`src/include/mem_bridge_defs.svh`:
```
`ifndef MEM_BRIDGE_DEFS_SVH
`define MEM_BRIDGE_DEFS_SVH

// core and bus widths
`define MB_ADDR_W 32
`define MB_DATA_W 32
`define MB_WEN_W  4

// uncached windows
// top nibble in [seg_lo, seg_hi], or upper half-word equal to io_tag
`define MB_UNCACHED_SEG_LO 4'ha
`define MB_UNCACHED_SEG_HI 4'hb
`define MB_UNCACHED_IO_TAG 16'hffff

`endif
```
`src/hdl/mem_bridge_pkg.sv`:
```
`default_nettype none

`include "mem_bridge_defs.svh"

package mem_bridge_pkg;

    // one core port, held steady while halt is high
    typedef struct packed {
        logic                 en;
        logic [`MB_WEN_W-1:0]  wen;
        logic [`MB_DATA_W-1:0] wdata;
        logic [`MB_ADDR_W-1:0] addr;
    } cpu_port_t;

    typedef enum logic [1:0] {
        SIZE_BYTE = 2'd0,
        SIZE_HALF = 2'd1,
        SIZE_WORD = 2'd2
    } bus_size_t;

    // instruction bus only ever reads whole words
    typedef struct packed {
        logic [`MB_ADDR_W-1:0] addr;
    } inst_req_t;

    typedef struct packed {
        logic                  wr;
        bus_size_t             size;
        logic [`MB_ADDR_W-1:0] addr;
        logic [`MB_DATA_W-1:0] wdata;
    } data_req_t;

    typedef enum logic [1:0] {
        ST_RUN  = 2'd0,
        ST_WAIT = 2'd1,
        ST_RAM  = 2'd2,
        ST_ROM  = 2'd3
    } arb_state_t;

endpackage

`default_nettype wire

```
`src/hdl/access_arbiter.sv`:
```
`timescale 1ns/1ps
`default_nettype none

module access_arbiter import mem_bridge_pkg::*; (
    input  logic clk,
    input  logic rst,
    input  logic need_ram,
    input  logic need_rom,
    input  logic ram_done,
    input  logic rom_done,
    input  logic exception_flag,
    output logic ram_active,
    output logic rom_active,
    output logic halt
);

    arb_state_t state;
    arb_state_t next_state;

    always_ff @(posedge clk) begin
        if (!rst) begin
            state <= ST_RUN;
        end else begin
            state <= next_state;
        end
    end

    always_comb begin
        next_state = state;
        case (state)
            ST_RUN: begin
                next_state = ST_WAIT;
            end
            // ram first, rom second
            ST_WAIT: begin
                if (need_ram) begin
                    next_state = ST_RAM;
                end else if (need_rom) begin
                    next_state = ST_ROM;
                end else begin
                    next_state = ST_RUN;
                end
            end
            ST_RAM: begin
                if (ram_done) begin
                    next_state = need_rom ? ST_ROM : ST_RUN;
                end
            end
            ST_ROM: begin
                if (rom_done) begin
                    next_state = ST_RUN;
                end
            end
            default: begin
                next_state = ST_RUN;
            end
        endcase
    end

    assign ram_active = (state == ST_RAM);
    assign rom_active = (state == ST_ROM);

    // an exception lets the core flush regardless of bus state
    assign halt = !exception_flag && (state != ST_RUN);

endmodule

`default_nettype wire

```
`src/hdl/access_filter.sv`:
```
`timescale 1ns/1ps
`default_nettype none

`include "mem_bridge_defs.svh"

module access_filter import mem_bridge_pkg::*; (
    input  logic                  clk,
    input  logic                  rst,
    input  cpu_port_t             rom,
    input  cpu_port_t             ram,
    input  data_req_t             data_req,
    input  logic [`MB_DATA_W-1:0] inst_rdata,
    input  logic [`MB_DATA_W-1:0] data_rdata,
    input  logic                  inst_accepted,
    input  logic                  data_accepted,
    input  logic                  inst_done,
    input  logic                  data_done,
    output logic                  need_rom,
    output logic                  need_ram,
    output logic [`MB_DATA_W-1:0] rom_read_data,
    output logic [`MB_DATA_W-1:0] ram_read_data
);

    logic [`MB_ADDR_W-1:0] last_rom_addr;
    logic [`MB_ADDR_W-1:0] last_ram_addr;
    logic [`MB_DATA_W-1:0] last_rom_data;
    logic [`MB_DATA_W-1:0] last_ram_data;
    logic                  ram_dirty;
    logic [15:0]           upper_half;
    logic [3:0]            top_nibble;
    logic                  ram_uncached;
    logic                  ram_data_stale;

    assign upper_half = ram.addr[`MB_ADDR_W-1 -: 16];
    assign top_nibble = ram.addr[`MB_ADDR_W-1 -: 4];

    assign ram_uncached = (upper_half == `MB_UNCACHED_IO_TAG)
                       || (top_nibble >= `MB_UNCACHED_SEG_LO
                           && top_nibble <= `MB_UNCACHED_SEG_HI);

    // writes compare payload, reads only care about a pending partial write
    assign ram_data_stale = (|ram.wen) ? (ram.wdata != last_ram_data) : ram_dirty;

    assign need_rom = rom.en && (rom.addr != last_rom_addr);
    assign need_ram = ram.en && ((ram.addr != last_ram_addr)
                              || ram_uncached
                              || ram_data_stale);

    assign rom_read_data = last_rom_data;
    assign ram_read_data = last_ram_data;

    // address recorded once the bus takes the request
    always_ff @(posedge clk) begin
        if (!rst) begin
            last_rom_addr <= '0;
            last_ram_addr <= '0;
        end else begin
            if (inst_accepted) begin
                last_rom_addr <= rom.addr;
            end
            if (data_accepted) begin
                last_ram_addr <= ram.addr;
            end
        end
    end

    always_ff @(posedge clk) begin
        if (!rst) begin
            last_rom_data <= '0;
            last_ram_data <= '0;
            ram_dirty     <= 1'b0;
        end else begin
            if (data_done) begin
                if (data_req.wr) begin
                    last_ram_data <= data_req.wdata;
                    ram_dirty     <= (data_req.size != SIZE_WORD);
                end else begin
                    last_ram_data <= data_rdata;
                    ram_dirty     <= 1'b0;
                end
            end
            if (inst_done) begin
                last_rom_data <= inst_rdata;
            end
        end
    end

endmodule

`default_nettype wire

```
`src/hdl/byte_lane_encoder.sv`:
```
`timescale 1ns/1ps
`default_nettype none

`include "mem_bridge_defs.svh"

module byte_lane_encoder import mem_bridge_pkg::*; (
    input  cpu_port_t ram,
    output data_req_t req
);

    always_comb begin
        req.wr    = |ram.wen;
        req.wdata = ram.wdata;
        req.size  = SIZE_WORD;
        req.addr  = ram.addr;
        if (req.wr) begin
            case (ram.wen)
                4'b0001: begin
                    req.size = SIZE_BYTE;
                    req.addr = {ram.addr[`MB_ADDR_W-1:2], 2'b00};
                end
                4'b0010: begin
                    req.size = SIZE_BYTE;
                    req.addr = {ram.addr[`MB_ADDR_W-1:2], 2'b01};
                end
                4'b0100: begin
                    req.size = SIZE_BYTE;
                    req.addr = {ram.addr[`MB_ADDR_W-1:2], 2'b10};
                end
                4'b1000: begin
                    req.size = SIZE_BYTE;
                    req.addr = {ram.addr[`MB_ADDR_W-1:2], 2'b11};
                end
                4'b0011: begin
                    req.size = SIZE_HALF;
                    req.addr = {ram.addr[`MB_ADDR_W-1:2], 2'b00};
                end
                4'b1100: begin
                    req.size = SIZE_HALF;
                    req.addr = {ram.addr[`MB_ADDR_W-1:2], 2'b10};
                end
                4'b1111: begin
                    req.size = SIZE_WORD;
                    req.addr = {ram.addr[`MB_ADDR_W-1:2], 2'b00};
                end
                // unsupported lane mix
                default: begin
                    req.size = SIZE_BYTE;
                    req.addr = '0;
                end
            endcase
        end
    end

endmodule

`default_nettype wire

```
`src/hdl/mem_bridge_top.sv`:
```
`timescale 1ns/1ps
`default_nettype none

`include "mem_bridge_defs.svh"

module mem_bridge_top import mem_bridge_pkg::*; (
    input  logic                  clk,
    input  logic                  rst,
    input  cpu_port_t             rom,
    input  cpu_port_t             ram,
    output logic [`MB_DATA_W-1:0] rom_read_data,
    output logic [`MB_DATA_W-1:0] ram_read_data,
    input  logic                  exception_flag,
    output logic                  halt,
    output logic                  inst_req,
    output inst_req_t             inst_out,
    input  logic                  inst_addr_ok,
    input  logic                  inst_data_ok,
    input  logic [`MB_DATA_W-1:0] inst_rdata,
    output logic                  data_req,
    output data_req_t             data_out,
    input  logic                  data_addr_ok,
    input  logic                  data_data_ok,
    input  logic [`MB_DATA_W-1:0] data_rdata
);

    data_req_t enc_req;
    inst_req_t inst_payload;
    logic      need_rom;
    logic      need_ram;
    logic      ram_active;
    logic      rom_active;
    logic      inst_accepted;
    logic      data_accepted;
    logic      inst_done;
    logic      data_done;

    // fetch is always a word read, so only the address travels
    assign inst_payload.addr = rom.addr;

    byte_lane_encoder i_byte_lane_encoder (
        .ram (ram),
        .req (enc_req)
    );

    access_filter i_access_filter (
        .clk           (clk),
        .rst           (rst),
        .rom           (rom),
        .ram           (ram),
        .data_req      (enc_req),
        .inst_rdata    (inst_rdata),
        .data_rdata    (data_rdata),
        .inst_accepted (inst_accepted),
        .data_accepted (data_accepted),
        .inst_done     (inst_done),
        .data_done     (data_done),
        .need_rom      (need_rom),
        .need_ram      (need_ram),
        .rom_read_data (rom_read_data),
        .ram_read_data (ram_read_data)
    );

    access_arbiter i_access_arbiter (
        .clk            (clk),
        .rst            (rst),
        .need_ram       (need_ram),
        .need_rom       (need_rom),
        .ram_done       (data_done),
        .rom_done       (inst_done),
        .exception_flag (exception_flag),
        .ram_active     (ram_active),
        .rom_active     (rom_active),
        .halt           (halt)
    );

    sram_channel #(.req_t(inst_req_t)) i_inst_channel (
        .clk      (clk),
        .rst      (rst),
        .active   (rom_active),
        .payload  (inst_payload),
        .req      (inst_req),
        .req_out  (inst_out),
        .addr_ok  (inst_addr_ok),
        .data_ok  (inst_data_ok),
        .accepted (inst_accepted),
        .done     (inst_done)
    );

    sram_channel #(.req_t(data_req_t)) i_data_channel (
        .clk      (clk),
        .rst      (rst),
        .active   (ram_active),
        .payload  (enc_req),
        .req      (data_req),
        .req_out  (data_out),
        .addr_ok  (data_addr_ok),
        .data_ok  (data_data_ok),
        .accepted (data_accepted),
        .done     (data_done)
    );

endmodule

`default_nettype wire

```
`src/hdl/sram_channel.sv`:
```
`timescale 1ns/1ps
`default_nettype none

module sram_channel #(
    parameter type req_t = logic
) (
    input  logic clk,
    input  logic rst,
    input  logic active,
    input  req_t payload,
    output logic req,
    output req_t req_out,
    input  logic addr_ok,
    input  logic data_ok,
    output logic accepted,
    output logic done
);

    // set after the address handshake, so req fires once per visit
    logic issued;

    // request fields track the core port directly
    assign req_out = payload;

    assign accepted = req && addr_ok;
    assign done     = data_ok;

    always_ff @(posedge clk) begin
        if (!rst) begin
            req    <= 1'b0;
            issued <= 1'b0;
        end else if (!active) begin
            req    <= 1'b0;
            issued <= 1'b0;
        end else if (accepted) begin
            req    <= 1'b0;
            issued <= 1'b1;
        end else if (!issued) begin
            req <= 1'b1;
        end
    end

endmodule

`default_nettype wire

```
`config.mk`:
```
export PLATFORM = sky130hd
export DESIGN_NAME = mem_bridge_top
export DESIGN_NICKNAME = d
export VERILOG_FILES = /design/src/hdl/mem_bridge_pkg.sv /design/src/hdl/access_arbiter.sv /design/src/hdl/access_filter.sv /design/src/hdl/byte_lane_encoder.sv /design/src/hdl/mem_bridge_top.sv /design/src/hdl/sram_channel.sv
export VERILOG_INCLUDE_DIRS = /design/src /design/src/include
export SDC_FILE = /design/constraint.sdc
export NUM_CORES = 1
export LEC_CHECK = 0
export BUFFER_PORTS_ARGS = -buffer_cell sky130_fd_sc_hd__buf_2
export CAP_MARGIN = 20
export CORE_AREA = 5 5 141 143
export CTS_CLUSTER_DIAMETER = 200
export DETAILED_ROUTE_END_ITERATION = 6
export DIE_AREA = 0 0 146 148
export PLACE_DENSITY = 0.77
export SLEW_MARGIN = 25
export SYNTH_ARGS = -nofsm -noshare
export SYNTH_HDL_FRONTEND = slang
export SYNTH_SLANG_ARGS = --single-unit
```
`constraint.sdc`:
```
create_clock -name clk -period 1.6 [get_ports clk]
set_input_delay 0.08 -clock clk [delete_from_list [all_inputs] [get_ports clk]]
set_output_delay 0.08 -clock clk [all_outputs]
set_load 0.02 [all_outputs]
```
==> run_results.csv <==
group,metric,value,unit
global_routing,grtUsageMet2,40.9,%
routing,drtIter0Drc,402,
power_and_ir_drop,power.total,0.0103,W
synth,synth_edf_count,0,
run,maxCapViolations,0,
routing,antenna_left,0,
synth,post_synth_num_cell_types,35,
critical_path,cpMaxStageDelayCell,"dlygate4sd3_1",
global_routing,grt.overflow.total,0,
timing,maxSlewViolCount,0,
power_and_ir_drop,clock_power_share,43.7,%
place,port_buffers,338,
power_and_ir_drop,combPwrFrac,21.0,%
critical_path,worstSetupStartpointType,"input port",
global_routing,grt_pass1_wl,39100,µm
synth,ys_async_sr_fraction,0,%
timing,timing.fmax,589,MHz
synth,ys_ff_latch,135,
power_and_ir_drop,p_int,0.00753,W
die,die_w,146,µm
power_and_ir_drop,switchingPower,0.00276,W
critical_path,worstPathCellList,"dlygate4sd3_1 > buf_2 > xnor2_1 > nand4_1 > nor4_4 > a211oi_2 > a221oi_2 > a2111oi_2",
timing,post-route-min-period,1.70,ns
die,std_cell_rows,50,
timing,setup_slack,-0.0973,ns
worst_hold_path,min_path_type,"in2reg",
routing,vias,7534,
timing,setup_viol,3,
place,place_hpwl,15800,µm
routing,wl,25700,µm
synth,synth_area_per_cell,8.11,µm²
global_routing,antenna_found_initial,2,
timing,rsz0062_at_grt,"true",
clock_network,cts.sinks,135,
global_routing,gr-usage-met3,6.16,%
cells_and_area,finalNetCount,1488,
critical_path,worst-setup-path-type,"in2reg",
power_and_ir_drop,seq_power_share,35.3,%
cells_and_area,final_cell_mix,"buf_2 (338), nand2_1 (189), dlygate4sd3_1 (149)",
synth,yosysSeqAreaShare,39.8,%
clock_network,htree_levels,4,
routing,drc_errors,0,
die,io_pins,375,
cells_and_area,syn_to_final_growth,61.2,%
cells_and_area,final_common_cell,"buf_2",
cells_and_area,final_cell_area,10900,µm²
power_and_ir_drop,ir_drop,0.702,mV
routing,vias_per_cell,4.94,
routing,dr.pass1.iters,5,
critical_path,critPathRequiredTime,1.88,ns
die,fp.coreArea,18500,µm²
timing,worst_pin_slew,0.684,ns
timing,period_share,106,%
timing,finClkSkew,0.0141,ns
power_and_ir_drop,p_sw_share,26.8,%
power_and_ir_drop,p_leak,4.96,nW
critical_path,arrival,1.98,ns
global_routing,grt.total_usage,22.2,%
clock_network,clock_path_buffers,2,
clock_network,cts_tree,"done",
run_status,failed_checks,"negative setup slack",
die,die_h,148,µm
critical_path,path_max_fanout,3,
global_routing,use_met1,23.8,%
critical_path,cp_slowest_stage_delay,0.54,ns
clock_network,path_clk_slew,0.06,ns
cells_and_area,drive_gt1_share,35.3,%
run_status,status,"finished, violations left",
critical_path,endpoint_kind,"flop",
timing,worst_slew_margin_rel,54.4,%
clock_network,clock_latency,0.42,ns
global_routing,grt_busiest_layer,"met2",
clock_network,cts_buffers,17,
place,place_area,8530,µm²
die,start_util,36.8,%
synth,synth_warnings,0,
synth,synthCells,837,
die,die_area,21600,µm²
power_and_ir_drop,p_per_area,940,nW/µm²
synth,synth_fp_nets,1046,
synth,ys.flop_type,"dfxtp_1",
global_routing,grt_pass1_vias,7554,
routing,wire_per_inst,16.8,µm
synth,netlist_area,6790,µm²
clock_network,cts-root-buf,"clkbuf_16",
global_routing,grt_max_degree,66,
place,gp_congestion,0.826,
timing,hold_violations,0,
==> worst max-delay path: cells and delay by family <==
kind                   cells  cell delay [ns]
AO/OA/AOI/OAI              3             0.49
XOR/XNOR                   1             0.19
buffers and inverters      2             0.70
AND/OR/NAND/NOR            2             0.53
==> power groups by stage <==
stage | registers [W] | logic [W] | clock network, W
floorplan | 0.00382 | 0.000907 | 0
global placement | 0.00368 | 0.00173 | 0
detailed placement | 0.00369 | 0.00174 | 0
CTS | 0.00362 | 0.00207 | 0.00457
global route | 0.00365 | 0.00230 | 0.00475
finish | 0.00363 | 0.00216 | 0.00450
==> synth_stat cells, types with 2 or more instances <==
| cell | count | area share [%] |
|---|---|---|
| a211oi_1 | 5 | 0.55 |
| a21oi_1 | 66 | 4.9 |
| a311oi_1 | 28 | 3.6 |
| and2_1 | 2 | 0.18 |
| and3_1 | 2 | 0.18 |
| buf_1 | 4 | 0.22 |
| buf_2 | 7 | 0.52 |
| buf_4 | 64 | 7.1 |
| clkbuf_1 | 37 | 2.0 |
| dfxtp_1 | 135 | 40 |
| inv_1 | 3 | 0.17 |
| mux2i_1 | 36 | 5.3 |
| nand2_1 | 189 | 10 |
| nand3_1 | 3 | 0.22 |
| nand4_1 | 21 | 1.9 |
| nor2_1 | 77 | 4.3 |
| nor2b_1 | 32 | 2.9 |
| nor3_1 | 5 | 0.37 |
| nor4_1 | 11 | 1.0 |
| xnor2_1 | 64 | 8.3 |
| xor2_1 | 32 | 4.1 |
==> final cells by class <==
type | count | area, µm²
antenna | 1 | 2.50
inverter | 4 | 17.5
fill | 1493 | 7510
sequential | 135 | 2720
tap | 234 | 293
clock buffer | 20 | 457
clock inverter | 11 | 220
timing repair buffer | 535 | 3660
multi-input combinational | 586 | 3570
==> worst paths after layout <==
check	start	to	cells past startpoint	slack, ns
min reg2reg	i_inst_channel.issued$_SDFFE_PN0P_	i_inst_channel.issued$_SDFFE_PN0P_	2	0.46
max	ram[47]	i_access_arbiter.state[1]$_SDFFE_PN0P_	8	-0.1
min	data_rdata[27]	i_access_filter.ram_read_data[27]$_SDFFE_PN0P_	3	0.03
max reg2reg	i_access_filter.ram_read_data[15]$_SDFFE_PN0P_	i_access_arbiter.state[1]$_SDFFE_PN0P_	6	-0.06
==> per-layer routing <==
| layer | vias up | share of wire (%) |
|---|---|---|
| li1 | 3608 | - |
| met1 | 3475 | 37 |
| met2 | 377 | 52 |
| met3 | 72 | 7.6 |
| met4 | 2 | 3.3 |
| met5 | - | 0.027 |
==> cells by family after synthesis <==
kind of cell,after synthesis,share of synthesized area (%)
flops,135,39.8
compound gates,107,10.1
mux,36,5.31
buf+inv,116,10.1
xor+xnor,96,12.4
simple gates,347,22.3
==> timing repair <==
action,CTS,global route
setup endpoints to repair,2,15
setup buffers,0,2
hold endpoints to repair,124,0
pin swaps,29,6
gates cloned,0,2
gates resized for setup,26,15
hold buffers,150,0
==> registers in the layout, indices dropped and copies added (netlist names) <==
| name | cells |
|---|---|
| i_access_filter.last_rom_addr | 32 |
| i_data_channel.req | 1 |
| i_access_filter.ram_read_data | 32 |
| i_access_filter.rom_read_data | 32 |
| i_access_arbiter.state | 2 |
| i_data_channel.issued | 1 |
| i_inst_channel.req | 1 |
| i_inst_channel.issued | 1 |
| i_access_filter.last_ram_addr | 32 |
| i_access_filter.ram_dirty | 1 |
==> metrics by stage <==
step | util (%) | TNS [ns] | std cells | hold slack (ns) | setup slack (ns)
after CTS | 58.6 | -0.0729 | 1522 | 0.0103 | -0.0485
after global routing | 59.3 | -0.523 | 1526 | 0.0254 | -0.256
after detailed placement | 46.2 | -0.333 | 1341 | 0.321 | -0.167
final | 59.3 | -0.185 | 1526 | 0.0259 | -0.0973
after global placement | 46.2 | -0.478 | 1341 | 0.311 | -0.255
after floorplan | - | 0 | 837 | 0.216 | 0.0742
(Power assumes the default switching activity.)
